$ cat src/source/fir_config.svh
//~~~~~~~~~~~~~~~~~~~~~~~~~~~~~~~~~~~~~~~~~~~~~~~~~~~~~~~~~~~~~~~~~~~~~~~~~~
// one configuration per compile; FIR_LANES must be a power of two and
// FIR_LANE_BITS its log2, FIR_ACC_WIDTH sized for no overflow at full scale
//~~~~~~~~~~~~~~~~~~~~~~~~~~~~~~~~~~~~~~~~~~~~~~~~~~~~~~~~~~~~~~~~~~~~~~~~~~

`ifndef FIR_CONFIG_SVH
`define FIR_CONFIG_SVH

// taps, also samples per input block
`define FIR_LANES 8
`define FIR_LANE_BITS 3

// signed operand widths
`define FIR_WORD_WIDTH 18
`define FIR_COEF_WIDTH 18
`define FIR_ACC_WIDTH 39

`endif

$ cat src/source/fir_data_pkg.sv
//~~~~~~~~~~~~~~~~~~~~~~~~~~~~~~~~~~~~~~~~~~~~~~~~~~~~~~~~~~~~~~~~~~~~~~~~~~
// sample and coefficient types; lane order of a block depends on its use
//~~~~~~~~~~~~~~~~~~~~~~~~~~~~~~~~~~~~~~~~~~~~~~~~~~~~~~~~~~~~~~~~~~~~~~~~~~

`include "fir_config.svh"

package fir_data_pkg;

    typedef logic signed [`FIR_WORD_WIDTH-1:0] sample_t;
    typedef logic signed [`FIR_COEF_WIDTH-1:0] coef_t;

    // full precision filter result
    typedef logic signed [`FIR_ACC_WIDTH-1:0] acc_t;

    // input block: lane 0 oldest
    // read window: lane 0 newest
    typedef sample_t [`FIR_LANES-1:0] sample_block_t;

    // one tap written per cycle
    typedef struct packed {
        logic                       en;
        logic [`FIR_LANE_BITS-1:0]  index;
        coef_t                      value;
    } coef_wr_t;

endpackage

$ cat src/source/fir_ctrl_pkg.sv
//~~~~~~~~~~~~~~~~~~~~~~~~~~~~~~~~~~~~~~~~~~~~~~~~~~~~~~~~~~~~~~~~~~~~~~~~~~
// window control encodings and sequencer status
//~~~~~~~~~~~~~~~~~~~~~~~~~~~~~~~~~~~~~~~~~~~~~~~~~~~~~~~~~~~~~~~~~~~~~~~~~~

package fir_ctrl_pkg;

    // operation applied to the window on the next edge
    typedef enum logic [1:0] {
        OP_HOLD       = 2'b00,
        OP_SHIFT      = 2'b01,
        OP_LOAD       = 2'b10,
        OP_LOAD_SHIFT = 2'b11
    } window_op_e;

    typedef enum logic {
        SEQ_EMPTY = 1'b0,
        SEQ_DRAIN = 1'b1
    } seq_state_e;

    // overrun is sticky until reset
    typedef struct packed {
        logic ready;
        logic overrun;
    } seq_status_t;

endpackage

$ cat src/source/sliding_window.sv
//~~~~~~~~~~~~~~~~~~~~~~~~~~~~~~~~~~~~~~~~~~~~~~~~~~~~~~~~~~~~~~~~~~~~~~~~~~
// opcodes are executed unchecked; the sequencer keeps them legal
//~~~~~~~~~~~~~~~~~~~~~~~~~~~~~~~~~~~~~~~~~~~~~~~~~~~~~~~~~~~~~~~~~~~~~~~~~~

`timescale 1ns/1ps

`include "fir_config.svh"

module sliding_window
    import fir_data_pkg::*;
    import fir_ctrl_pkg::*;
(
    input  logic          clock,
    input  logic          arst_n,
    input  window_op_e    op,
    input  sample_block_t block,
    output sample_block_t window,
    output logic          window_valid
);

    // write window: lane 0 is the next word to leave
    sample_block_t write_win;
    // read window: lane 0 is the newest word
    sample_block_t read_win;
    logic          shifting;

    assign shifting = (op == OP_SHIFT) || (op == OP_LOAD_SHIFT);

    always_ff @(posedge clock or negedge arst_n) begin
        if (!arst_n) begin
            write_win    <= '0;
            read_win     <= '0;
            window_valid <= 1'b0;
        end else begin
            window_valid <= shifting;
            case (op)
                OP_HOLD: begin
                    write_win <= write_win;
                end
                OP_SHIFT: begin
                    // drain towards lane 0, top refills with zero
                    write_win <= {sample_t'(0), write_win[`FIR_LANES-1:1]};
                end
                OP_LOAD: begin
                    write_win <= block;
                end
                OP_LOAD_SHIFT: begin
                    // last old word leaves on the same edge
                    write_win <= block;
                end
                default: begin
                    write_win <= write_win;
                end
            endcase

            // oldest unshifted word becomes the newest sample
            if (shifting) begin
                read_win <= {read_win[`FIR_LANES-2:0], write_win[0]};
            end
        end
    end

    assign window = read_win;

endmodule

$ cat config.mk
export PLATFORM = sky130hd
export DESIGN_NAME = sliding_window
export DESIGN_NICKNAME = d
export VERILOG_FILES = /design/src/source/fir_data_pkg.sv /design/src/source/fir_ctrl_pkg.sv /design/src/source/sliding_window.sv
export VERILOG_INCLUDE_DIRS = /design/src /design/src/source
export SDC_FILE = /design/constraint.sdc
export NUM_CORES = 1
export LEC_CHECK = 0
export ABC_AREA = 1
export BUFFER_PORTS_ARGS = -buffer_cell sky130_fd_sc_hd__buf_2
export CORE_ASPECT_RATIO = 0.8
export CORE_MARGIN = 1
export CORE_UTILIZATION = 58
export DETAILED_ROUTE_END_ITERATION = 12
export GPL_TIMING_DRIVEN = 0
export PLACE_DENSITY = 0.82
export SETUP_SLACK_MARGIN = 0.2
export SYNTH_ARGS = -nofsm -noshare
export SYNTH_HDL_FRONTEND = slang
export SYNTH_SLANG_ARGS = --single-unit
$ cat constraint.sdc
create_clock -name clock -period 1.95 [get_ports clock]
set_input_delay 0.2925 -clock clock [delete_from_list [all_inputs] [get_ports clock]]
set_output_delay 0.2925 -clock clock [all_outputs]
set_load 0.05 [all_outputs]
* Yosys cells after proc, flatten, opt, wreduce, memory -nomap -nowiden *
Cells that the tools add are included.

storage, ports and cells
  logic and storage cells = 24
  flip-flop bits (word level) = 289
  bits of input ports = 148
  output and inout bits = 145

operators by class
  muxes and demuxes = 1
  equal/unequal tests = 3
  reductions and logical operators = 3

operator list
  cell                                                             number
  144-bit case mux with 2 select lines                             1
  2-bit == test, second input constant                             2
  2-bit by 1-bit == test with 1-bit output, second input constant  1
  2-bit zero test                                                  1
  2-bit OR reduction                                               1
  1-bit logical OR                                                 1

* Logic depth before layout (Yosys ltp) *
  word-level depth = 3
  mapped depth = 8
  gate-level depth less buffers = 5

* Least setup slack after synthesis *
Ideal clock, no wire load.

  path kind = input port to flip-flop
  from = input port op[1]
  to = register write_win[0] (netlist bit)
  arrival time = 1041 ps
  cell stages on the path = 8
  path slack = 844 ps
  library setup time = 65 ps
  path buffers = 3
  required time = 1885 ps
  cells stage by stage = buf_4 inv_2 buf_4 buf_2 nand2_1 nand2_1 nand2_1 nand2_1

on the way
  word-level cells in the longest chain between the ends = 3

ends and longest elaborated chain
  item                                  line                  text
  start: declaration                    sliding_window.sv:15  input window_op_e op,
  2-bit == test                         sliding_window.sv:36  case (op)
  2-bit OR reduction (no source line)   --
  144-bit case mux with 2 select lines  sliding_window.sv:36
  end signal: assignment                sliding_window.sv:38  write_win <= write_win;
  end signal: assignment                sliding_window.sv:42  write_win <= {sample_t'(0), write_win[`FIR_LANES-1:1]};
  end signal: assignment                sliding_window.sv:45  write_win <= block;
  end: declaration                      sliding_window.sv:22  sample_block_t write_win;

Parallel ways exist; a longest one is shown, timed or not.
A chain may end at the register's enable or synchronous reset.

* Worst setup path in the final report *
  from = register read_win (netlist bit window[73])
  to = output port window[73] (netlist bit)

RTL lines
  item                      line                  text
  start: declaration        sliding_window.sv:24  sample_block_t read_win;
  start signal: assignment  sliding_window.sv:58  read_win <= {read_win[`FIR_LANES-2:0], write_win[0]};
  end: declaration          sliding_window.sv:17  output sample_block_t window,

No word-level cell between the ends.

==> flow_metrics.env <==
export IMPL_worstPathMaxFanout=3
export IMPL_critPathRequiredTime_ns=1.66
export IMPL_switching_share_pct=34.41
export IMPL_cts_resized=0
export IMPL_grt_pass1_wl_um=53490
export IMPL_ys_ff_latch=289
export IMPL_met3_usage_pct=5.159
export IMPL_ys_types=8
export IMPL_final_nets=2113
export IMPL_port_buffers=292
export IMPL_fin_worst_skew_ns=0.009000
export IMPL_gr_total_overflow=0
export IMPL_drv_cap=0
export IMPL_io_pins=293
export IMPL_cp_start_kind="flop"
export IMPL_min_from="block[142]"
export IMPL_cts_buffers=27
export IMPL_crit_type="reg -> out"
export IMPL_final_common_cell="nand2_1"
export IMPL_path_clk_slew_ns=0.06
export IMPL_start_util_pct=59.29
export IMPL_p_seq_share_pct=44.0
export IMPL_crit_buf_inv=1
export IMPL_power_density_mw_per_mm2=1103
export IMPL_num_vias=11450
export IMPL_syn_avg_cell_area_um2=7.579
export IMPL_detail_route_wl_per_cell_um=14.78
export IMPL_pwr_share_comb_pct=22.7
export IMPL_htreeDepth=1
export IMPL_path_cells="buf_2"
export IMPL_cpPeakStageDelay_ns=0.44
export IMPL_synth_fp_nets=1772
export IMPL_maxSlewHeadroom_pct=48.14
export IMPL_setup_tns_ns=0
export IMPL_chipHeight_um=132.3
export IMPL_drt_iter0_markers=1010
export IMPL_wirelength_um=33400
export IMPL_place_congestion=0.9117
export IMPL_final_cell_mix="1242 x nand2_1, 331 x buf_2, 289 x dfrtp_1"
export IMPL_rr_startpoint="write_win[109]"
export IMPL_status="finished clean"
export IMPL_global_route_usage_met1_pct=43.86
export IMPL_grt_max_degree=109
export IMPL_max_freq_mhz=636.9
export IMPL_arrival_ns=1.28
export IMPL_syn2layout_area_growth_pct=24.41
export IMPL_ant_nets=0
export IMPL_die_area_mm2=0.02181
export IMPL_min_period_ns=1.570
export IMPL_syn_area_mm2=0.01231
export IMPL_ys_warn_count=0
export IMPL_hold_path_class="in -> reg"
export IMPL_globalRouteMet2Util_pct=49.07
export IMPL_hold_violations=0
export IMPL_antenna_found_initial=5
export IMPL_grtUsageTotal_pct=30.98
export IMPL_intPower_mw=11.07
export IMPL_ir_drop_mv=0.9953
export IMPL_clockBufferDepth=3
export IMPL_coreArea_mm2=0.02076
export IMPL_clock_sink_count=289
export IMPL_cts_tree="done"
export IMPL_yosysSeqAreaShare_pct=58.76
export IMPL_p_leak_nw=9.303
export IMPL_cpLargestDelayFamily="flip-flops"
export IMPL_drive_gt1_share_pct=19.23
export IMPL_rows=47
export IMPL_report_final_slew_viol_count=0
export IMPL_busiest_layer="met2"
export IMPL_min_period_over_period_pct=80.52
export IMPL_grt_pass1_vias=10750
export IMPL_synthCells=1624
export IMPL_avgViaCountPerCell=5.068
export IMPL_worstMarginPinSlew_ns=0.7779
export IMPL_setup_worst_path_start="window[73]"
export IMPL_cts_root_buf="clkbuf_16"
export IMPL_drcViolationCount=0
export IMPL_place_hpwl_um=23960
export IMPL_firstDrtPassIters=5
export IMPL_p_clk_share_pct=33.3
export IMPL_die_w_um=164.9
export IMPL_end_kind="output port"
export IMPL_rsz0062_at_grt="no"
export IMPL_crit_slowest_cell="dfrtp_1"
export IMPL_netSwitchingPower_mw=5.810
export IMPL_clk_latency_ns=0.53
export IMPL_setup_viol=0
export IMPL_finish_utilization_pct=73.76
## synth_stat cells
master	count	area (µm²)
buf_1	4	15.01
inv_2	3	11.26
dfrtp_1	289	7232
nand2_1	1242	4662
buf_4	2	15.01
nor2_4	1	11.26
clkbuf_1	43	161.4
buf_2	40	200.2
## what timing repair did
action	CTS	global route
endpoints found under the hold margin	115	0
buffers inserted	0	0
hold buffers	18	0
## area by class of cell
type	count	area (µm²)
antenna	5	12.51
buffer	89	391.6
clock buffer	42	802.0
clock inverter	8	146.4
fill	1621	5446
inverter	3	11.26
multi-input combinational	1243	4673
sequential	289	7232
tap	269	336.6
timing repair buffer	312	1707
## metrics by stage
stage	cell area (µm²)	hold slack [ns]	setup WS (ns)	cells	power, mW
2_1_floorplan	12310	-0.003091	0.8437	1624	10.02
3_3_place_gp	14110	0.4474	-4.584	2185	11.22
3_5_place_dp	14170	0.3801	0.3722	2187	11.31
4_1_cts	15300	0.001125	0.3702	2255	16.91
5_1_grt	15310	0.03462	0.3554	2258	17.57
6_report	15310	0.03065	0.3799	2260	16.88
## logic make-up after synthesis
| group | count (synthesis) | share of synthesized area, % |
|---|---|---|
| flops | 289 | 58.76 |
| simple gates | 1243 | 37.97 |
| buf+inv | 92 | 3.273 |
## flip-flops by register name, indices dropped and copies added, names as in the netlist
signal and flops:
window_valid 1, write_win 144, window 144
## power by group through the flow
stage / combinational, mW / clock, mW / sequential [mW]
final: 3.84 / 5.61 / 7.43
after global routing: 4.17 / 5.90 / 7.51
after global placement: 3.72 / 0 / 7.49
after CTS: 3.85 / 5.64 / 7.41
after floorplan: 1.07 / 0 / 8.95
after detailed placement: 3.81 / 0 / 7.50
## per-layer routing
metal / routed length, µm / vias up
met5: 0 / -
met4: 1004 / 0
met3: 2626 / 69
met2: 15520 / 467
met1: 14250 / 5382
li1: - / 5536
## final timing paths
check                                 end  slack (ns)  depth (start not counted)
setup / recovery               window[73]        0.38                          1
hold / removal             write_win[142]        0.03                          3
setup reg to reg            write_win[91]        1.10                          4
hold reg to reg               window[133]        0.47                          2
max in group asynchronous    write_win[5]        0.59                          3
min in group asynchronous     window[136]        0.38                          2
Power figures use the tool's default switching activity.
