===== src/source/fir_config.svh =====
//~~~~~~~~~~~~~~~~~~~~~~~~~~~~~~~~~~~~~~~~~~~~~~~~~~~~~~~~~~~~~~~~~~~~~~~~~~
// one configuration per compile; FIR_LANES must be a power of two and
// FIR_LANE_BITS its log2, FIR_ACC_WIDTH sized for no overflow at full scale
//~~~~~~~~~~~~~~~~~~~~~~~~~~~~~~~~~~~~~~~~~~~~~~~~~~~~~~~~~~~~~~~~~~~~~~~~~~

`ifndef FIR_CONFIG_SVH
`define FIR_CONFIG_SVH

// taps, also samples per input block
`define FIR_LANES 8
`define FIR_LANE_BITS 3

// signed operand widths
`define FIR_WORD_WIDTH 18
`define FIR_COEF_WIDTH 18
`define FIR_ACC_WIDTH 39

`endif


===== src/source/fir_ctrl_pkg.sv =====
//~~~~~~~~~~~~~~~~~~~~~~~~~~~~~~~~~~~~~~~~~~~~~~~~~~~~~~~~~~~~~~~~~~~~~~~~~~
// window control encodings and sequencer status
//~~~~~~~~~~~~~~~~~~~~~~~~~~~~~~~~~~~~~~~~~~~~~~~~~~~~~~~~~~~~~~~~~~~~~~~~~~

package fir_ctrl_pkg;

    // operation applied to the window on the next edge
    typedef enum logic [1:0] {
        OP_HOLD       = 2'b00,
        OP_SHIFT      = 2'b01,
        OP_LOAD       = 2'b10,
        OP_LOAD_SHIFT = 2'b11
    } window_op_e;

    typedef enum logic {
        SEQ_EMPTY = 1'b0,
        SEQ_DRAIN = 1'b1
    } seq_state_e;

    // overrun is sticky until reset
    typedef struct packed {
        logic ready;
        logic overrun;
    } seq_status_t;

endpackage


===== src/source/window_sequencer.sv =====
//~~~~~~~~~~~~~~~~~~~~~~~~~~~~~~~~~~~~~~~~~~~~~~~~~~~~~~~~~~~~~~~~~~~~~~~~~~
// strobes arriving while ready is low are dropped and flagged as overrun;
// there is no handshake back to the source beyond the ready level
//~~~~~~~~~~~~~~~~~~~~~~~~~~~~~~~~~~~~~~~~~~~~~~~~~~~~~~~~~~~~~~~~~~~~~~~~~~

`timescale 1ns/1ps

`include "fir_config.svh"

module window_sequencer
    import fir_ctrl_pkg::*;
(
    input  logic        clock,
    input  logic        arst_n,
    input  logic        block_valid,
    output window_op_e  op,
    output seq_status_t status
);

    typedef logic [`FIR_LANE_BITS:0] count_t;

    seq_state_e state;
    seq_state_e state_next;
    count_t     words_left;
    count_t     words_left_next;
    logic       ready;
    logic       accept;
    logic       overrun;

    // empty, or last old word goes out together with the new load
    assign ready  = (state == SEQ_EMPTY) || (words_left == count_t'(1));
    assign accept = block_valid && ready;

    always_comb begin
        op              = OP_HOLD;
        state_next      = state;
        words_left_next = words_left;
        case (state)
            SEQ_EMPTY: begin
                if (accept) begin
                    op              = OP_LOAD;
                    state_next      = SEQ_DRAIN;
                    words_left_next = count_t'(`FIR_LANES);
                end
            end
            SEQ_DRAIN: begin
                if (accept) begin
                    // refill without a gap in the shift stream
                    op              = OP_LOAD_SHIFT;
                    words_left_next = count_t'(`FIR_LANES);
                end else begin
                    op              = OP_SHIFT;
                    words_left_next = words_left - count_t'(1);
                    if (words_left == count_t'(1)) begin
                        state_next = SEQ_EMPTY;
                    end
                end
            end
            default: begin
                state_next = SEQ_EMPTY;
            end
        endcase
    end

    always_ff @(posedge clock or negedge arst_n) begin
        if (!arst_n) begin
            state      <= SEQ_EMPTY;
            words_left <= '0;
            overrun    <= 1'b0;
        end else begin
            state      <= state_next;
            words_left <= words_left_next;
            if (block_valid && !ready) begin
                overrun <= 1'b1;
            end
        end
    end

    assign status = '{ready: ready, overrun: overrun};

endmodule


===== config.mk =====
export PLATFORM = sky130hd
export DESIGN_NAME = window_sequencer
export DESIGN_NICKNAME = d
export VERILOG_FILES = /design/src/source/fir_ctrl_pkg.sv /design/src/source/window_sequencer.sv
export VERILOG_INCLUDE_DIRS = /design/src /design/src/source
export SDC_FILE = /design/constraint.sdc
export NUM_CORES = 1
export LEC_CHECK = 0
export BUFFER_PORTS_ARGS = -buffer_cell sky130_fd_sc_hd__buf_2
export CORE_AREA = 3 3 40 42
export CTS_BUF_LIST = sky130_fd_sc_hd__clkbuf_2
export DETAILED_ROUTE_END_ITERATION = 12
export DIE_AREA = 0 0 43 45
export GPL_ROUTABILITY_DRIVEN = 0
export PLACE_DENSITY = 0.41
export SLEW_MARGIN = 20
export SYNTH_ARGS = -nofsm -noshare
export SYNTH_HDL_FRONTEND = slang
export SYNTH_SLANG_ARGS = --single-unit

===== constraint.sdc =====
create_clock -name clock -period 1.9 [get_ports clock]
set_clock_uncertainty 0.05 [all_clocks]
set_input_delay 0.38 -clock clock [delete_from_list [all_inputs] [get_ports clock]]
set_output_delay 0.38 -clock clock [all_outputs]
set_load 0.005 [all_outputs]

[After elaboration in Yosys (flattened, before gate mapping)]
Index checks and enable logic that the tools add are counted.
Storage, ports and cells
  flip-flop bits (word level): 6
  bits of input ports: 3
  output and inout bits: 4
  logic and storage cells: 21
Cells by class
  $add $sub $neg: 1
  equality and inequality tests: 2
  multiplexer cells: 10
  bitwise operators: 1
  reduce and logical (&&, ||, !) cells: 4
Operators with widths (count)
  4-bit 2-to-1 mux: 2
  4-bit case mux with 2 select lines: 1
  4-bit by 1-bit == test with 1-bit output (second input constant): 1
  2-bit 2-to-1 mux: 2
  2-bit case mux with 2 select lines: 1
  4-bit by 1-bit subtractor with 4-bit output (second input constant): 1
  1-bit 2-to-1 mux: 3
  1-bit logical AND: 2
  2-bit != test (second input constant): 1
  1-bit case mux with 2 select lines: 1
  1-bit zero test: 1
  1-bit logical OR: 1
  1-bit NOT: 1

[Logic depth before layout (Yosys ltp)]
  word-level depth: 5
  depth in mapped cells: 6
  depth with buffers taken out: 5

[Worst setup path after synthesis]
OpenSTA, ideal clock, no wires.
  path kind: register to output
  from: register words_left[1]
  to: output op[1]
  data arrival time: 1.280 ns
  required time: 1.470 ns
  path slack: 0.190 ns
  stages on the path, launching flop included: 7
  buffers on the path: 1
  cells stage by stage: dfrtp_1 > inv_1 > ha_1 > or3b_1 > nand2_2 > and2_1 > buf_4
Between the ends
  word-level cells in the longest chain between the ends: 5
  elaborated cells on any way between the ends: 6
  classes of those cells: eq/ne: 1; mux: 3; reduce/logical: 2
RTL lines
  from (decl): line window_sequencer.sv:24  | count_t words_left;
  from (signal assigned): line window_sequencer.sv:72  | words_left <= words_left_next;
  4-bit by 1-bit == test with 1-bit output (*): line window_sequencer.sv:31  | assign ready = (state == SEQ_EMPTY) || (words_left == count_t'(1));
  1-bit logical OR (*): line window_sequencer.sv:31
  net ready: line window_sequencer.sv:26  | logic ready;
  1-bit logical AND (*): line window_sequencer.sv:32  | assign accept = block_valid && ready;
  net accept: line window_sequencer.sv:27  | logic accept;
  2-bit 2-to-1 mux, on equally long branches: line window_sequencer.sv:47, window_sequencer.sv:40
  2-bit case mux with 2 select lines (*): line window_sequencer.sv:38  | case (state)
  to (decl): line window_sequencer.sv:16  | output window_op_e op,
The timed path passes the listed nets; every way through them passes the cells marked *.

[Worst setup path in the final report]
  from: register words_left[1]
  to: output op[1]
Between the ends
  word-level cells in the longest chain between the ends: 5
  elaborated cells on any way between the ends: 6
  classes of those cells: eq/ne: 1; mux: 3; reduce/logical: 2
RTL lines (line)
  4-bit by 1-bit == test with 1-bit output (*): window_sequencer.sv:31
  1-bit logical OR (*): window_sequencer.sv:31
  1-bit logical AND (*): window_sequencer.sv:32
  2-bit 2-to-1 mux, on equally long branches: window_sequencer.sv:47, window_sequencer.sv:40
  2-bit case mux with 2 select lines (*): window_sequencer.sv:38
Mark *: on every way between the ends. The rest lies on a longest branch, timed or not.

==> flow_summary_export.csv <==
group,metric,value,unit
run_status,outcome,"finished with violations",
run_status,violations,"setup timing",
route,wl,674,µm
floorplanning,io_pins,7,
sta,hold_viol,0,
clocking,clock_sinks,6,
clocking,tritoncts,"done",
setup_path,r2r-start,"words_left[1]$_DFFE_PN0P_",
synth,synth_ff_type,"dfrtp_1",
sta,drv_slew,0,
synth,ys_seq_elements,6,
route,drcViolationCount,0,
placement,port_buffers,6,
layout,area_delta_synth_final,26.0,%
setup_path,startpoint_type,"flip-flop",
synth,ys_seq_area_frac,0.440,
flow_run,max_cap_violations,0,
setup_path,crit_path_start,"words_left[1]$_DFFE_PN0P_",
route,vias,249,
setup_path,arrival,1.48,ns
sta,relSlewSlack,0.811,
sta,fmax,523,MHz
floorplanning,die_x,43,µm
sta,finalCritPeriodShare,1.01,
pwr,p_per_area,1580,mW/mm²
sta,rsz0062_at_grt,"yes",
setup_path,cp.required,1.47,ns
clocking,clockBufferDepth,2,
synth,synthArstFlopShare,1.00,
global_route,grt_max_degree,10,
min_path,holdCritStartpoint,"block_valid",
layout,final_nets,48,
synth,syn_nets,36,
sta,worst_pin_slew,0.284,ns
synth,synthTopCellsByCount,"dfrtp_1, buf_4",
floorplanning,core,0.00128,mm²
global_route,grt_pass1_wl,1130,µm
clocking,cts-root-buf,"clkbuf_2",
floorplanning,start_util,0.266,
synth,synthTopCellsByArea,"dfrtp_1, buf_4, ha_1",
clocking,htree_levels,1,
sta,setup-tns-final,-0.0128,ns
synth,yosysTopAreaCell,"dfrtp_1",
floorplanning,rows,13,
layout,drive_above_1_share,0.488,
synth,synth_cell_types,18,
route,drt-vias-per-instance,4.45,
pwr,leakagePower,0.202,nW
global_route,overflow,0,
global_route,grtUsageTotal,0.0839,
pwr,power,0.682,mW
floorplanning,die_h,45,µm
setup_path,crit_path_end_kind,"output port",
route,antenna_left,0,
floorplanning,die_area,0.00194,mm²
synth,synth_edf_count,0,
layout,n_fill_cell,143,
setup_path,cp_max_fo,3,
layout,antenna_cells,0,
clocking,cts_made_buffers,3,
synth,ys_warn_count,0,
global_route,grt_pass1_vias,259,
clocking,clkLatencyLatePin,0.23,ns
min_path,whs_path_depth,2,
sta,setup_viol,1,
synth,synth_cells,31,
global_route,antenna_found_initial,0,
sta,finalCriticalPeriod,1.91,ns
setup_path,crit_type,"flip-flop to output port",
sta,setup_ws,-0.0128,ns
route,dr.pass1.iters,2,
synth,synth_top_area_share,0.440,
route,drtIter0Drc,1,
clocking,clkTransAtPathRegs,0.07,ns
min_path,hold_class,"input port to flip-flop",
route,wl_per_cell,12.0,µm
pwr,peakVddDrop,0.547,mV
setup_path,reg2reg_depth,6,
synth,yosysMostFrequentCell,"dfrtp_1",
synth,netlist_area,342,µm²
synth,avgSynthCellArea,11.0,µm²
==> timing repair <==
item,in CTS,in global routing
pin swaps,1,0
resized for setup,4,0
setup buffers,4,0
hold endpoints to repair,6,0
hold buffers,1,0
setup endpoints to repair,2,1
==> state kept, by name, indices dropped and copies added (netlist names) <==
register	cells
overrun	1
words_left	4
state	1
==> kinds of logic after synthesis <==
group	after synthesis	share of synthesized area
and+or+nand+nor	8	0.169
muxes	1	0.0330
xor gates and xnor gates	2	0.0513
DFF	6	0.440
AOI/OAI and AO/OA	6	0.125
adders and majority gates	2	0.0732
buffers and inverters	6	0.110
==> through the flow <==
stage / std cells / hold slack, ns / utilization / setup WS, ns / cell area [µm²]
6_report: 56 / 0.385 / 0.335 / -0.0128 / 430
5_1_grt: 56 / 0.387 / 0.335 / -0.0870 / 430
3_5_place_dp: 48 / 0.164 / 0.280 / 0.110 / 360
3_3_place_gp: 48 / 0.158 / 0.280 / 0.123 / 360
2_1_floorplan: 31 / 0.0344 / - / 0.190 / 342
4_1_cts: 56 / 0.369 / 0.335 / -0.0126 / 430
==> path summary, 6_finish.rpt <==
kind / endpoint / slack (ns)
max: op[1] / -0.01
min: words_left[2]$_DFFE_PN0P_ / 0.39
max reg2reg: words_left[3]$_DFFE_PN0P_ / 0.51
min reg2reg: overrun$_DFFE_PN0P_ / 0.44
max in group asynchronous: words_left[1]$_DFFE_PN0P_ / 1.19
min in group asynchronous: words_left[2]$_DFFE_PN0P_ / 0.45
==> cell usage in the layout, fill, tap and decap left out <==
master and count:
buf_2 6, dfrtp_1 6, buf_4 4, clkbuf_2 3, xor2_1 2, a21oi_1 2, nor2_1 2, or3b_4 1
nand2_2 1, and2_1 1, inv_2 1, nand2b_1 1, inv_1 1, nor3b_1 1, a31oi_1 1, a22o_2 1
nor4b_2 1, a21o_1 1, a31o_1 1, mux2_2 1, ha_1 1, ha_4 1, dlygate4sd3_1 1
==> layer usage <==
metal | track usage | wire length [µm] | vias up
met3 | 0.0558 | 39 | 2
met1 | 0.0961 | 336 | 115
li1 | - | - | 125
met5 | 0 | 0 | -
met4 | 0.0361 | 10 | 0
met2 | 0.123 | 287 | 7
==> power by group <==
| group | total, mW | internal [mW] | switching (mW) |
|---|---|---|---|
| combinational | 0.351 | 0.209 | 0.142 |
| clock | 0.0890 | 0.0428 | 0.0463 |
| sequential | 0.242 | 0.180 | 0.0613 |
==> area by class of cell <==
class / instances / area (µm²) / area share
clock buffer: 3 / 15.0 / 0.0349
sequential: 6 / 150 / 0.349
tap: 15 / 18.8 / 0.0436
inverter: 2 / 7.51 / 0.0174
timing repair buffer: 11 / 70.1 / 0.163
multi-input combinational: 19 / 169 / 0.392
==> worst max-delay path: stages (launching register included) <==
cell	delay, ns
dfrtp_1	0.38
inv_2	0.08
ha_4	0.12
or3b_4	0.38
nand2_2	0.09
and2_1	0.11
buf_2	0.10
Note: power is estimated with default switching activity, not from simulation.
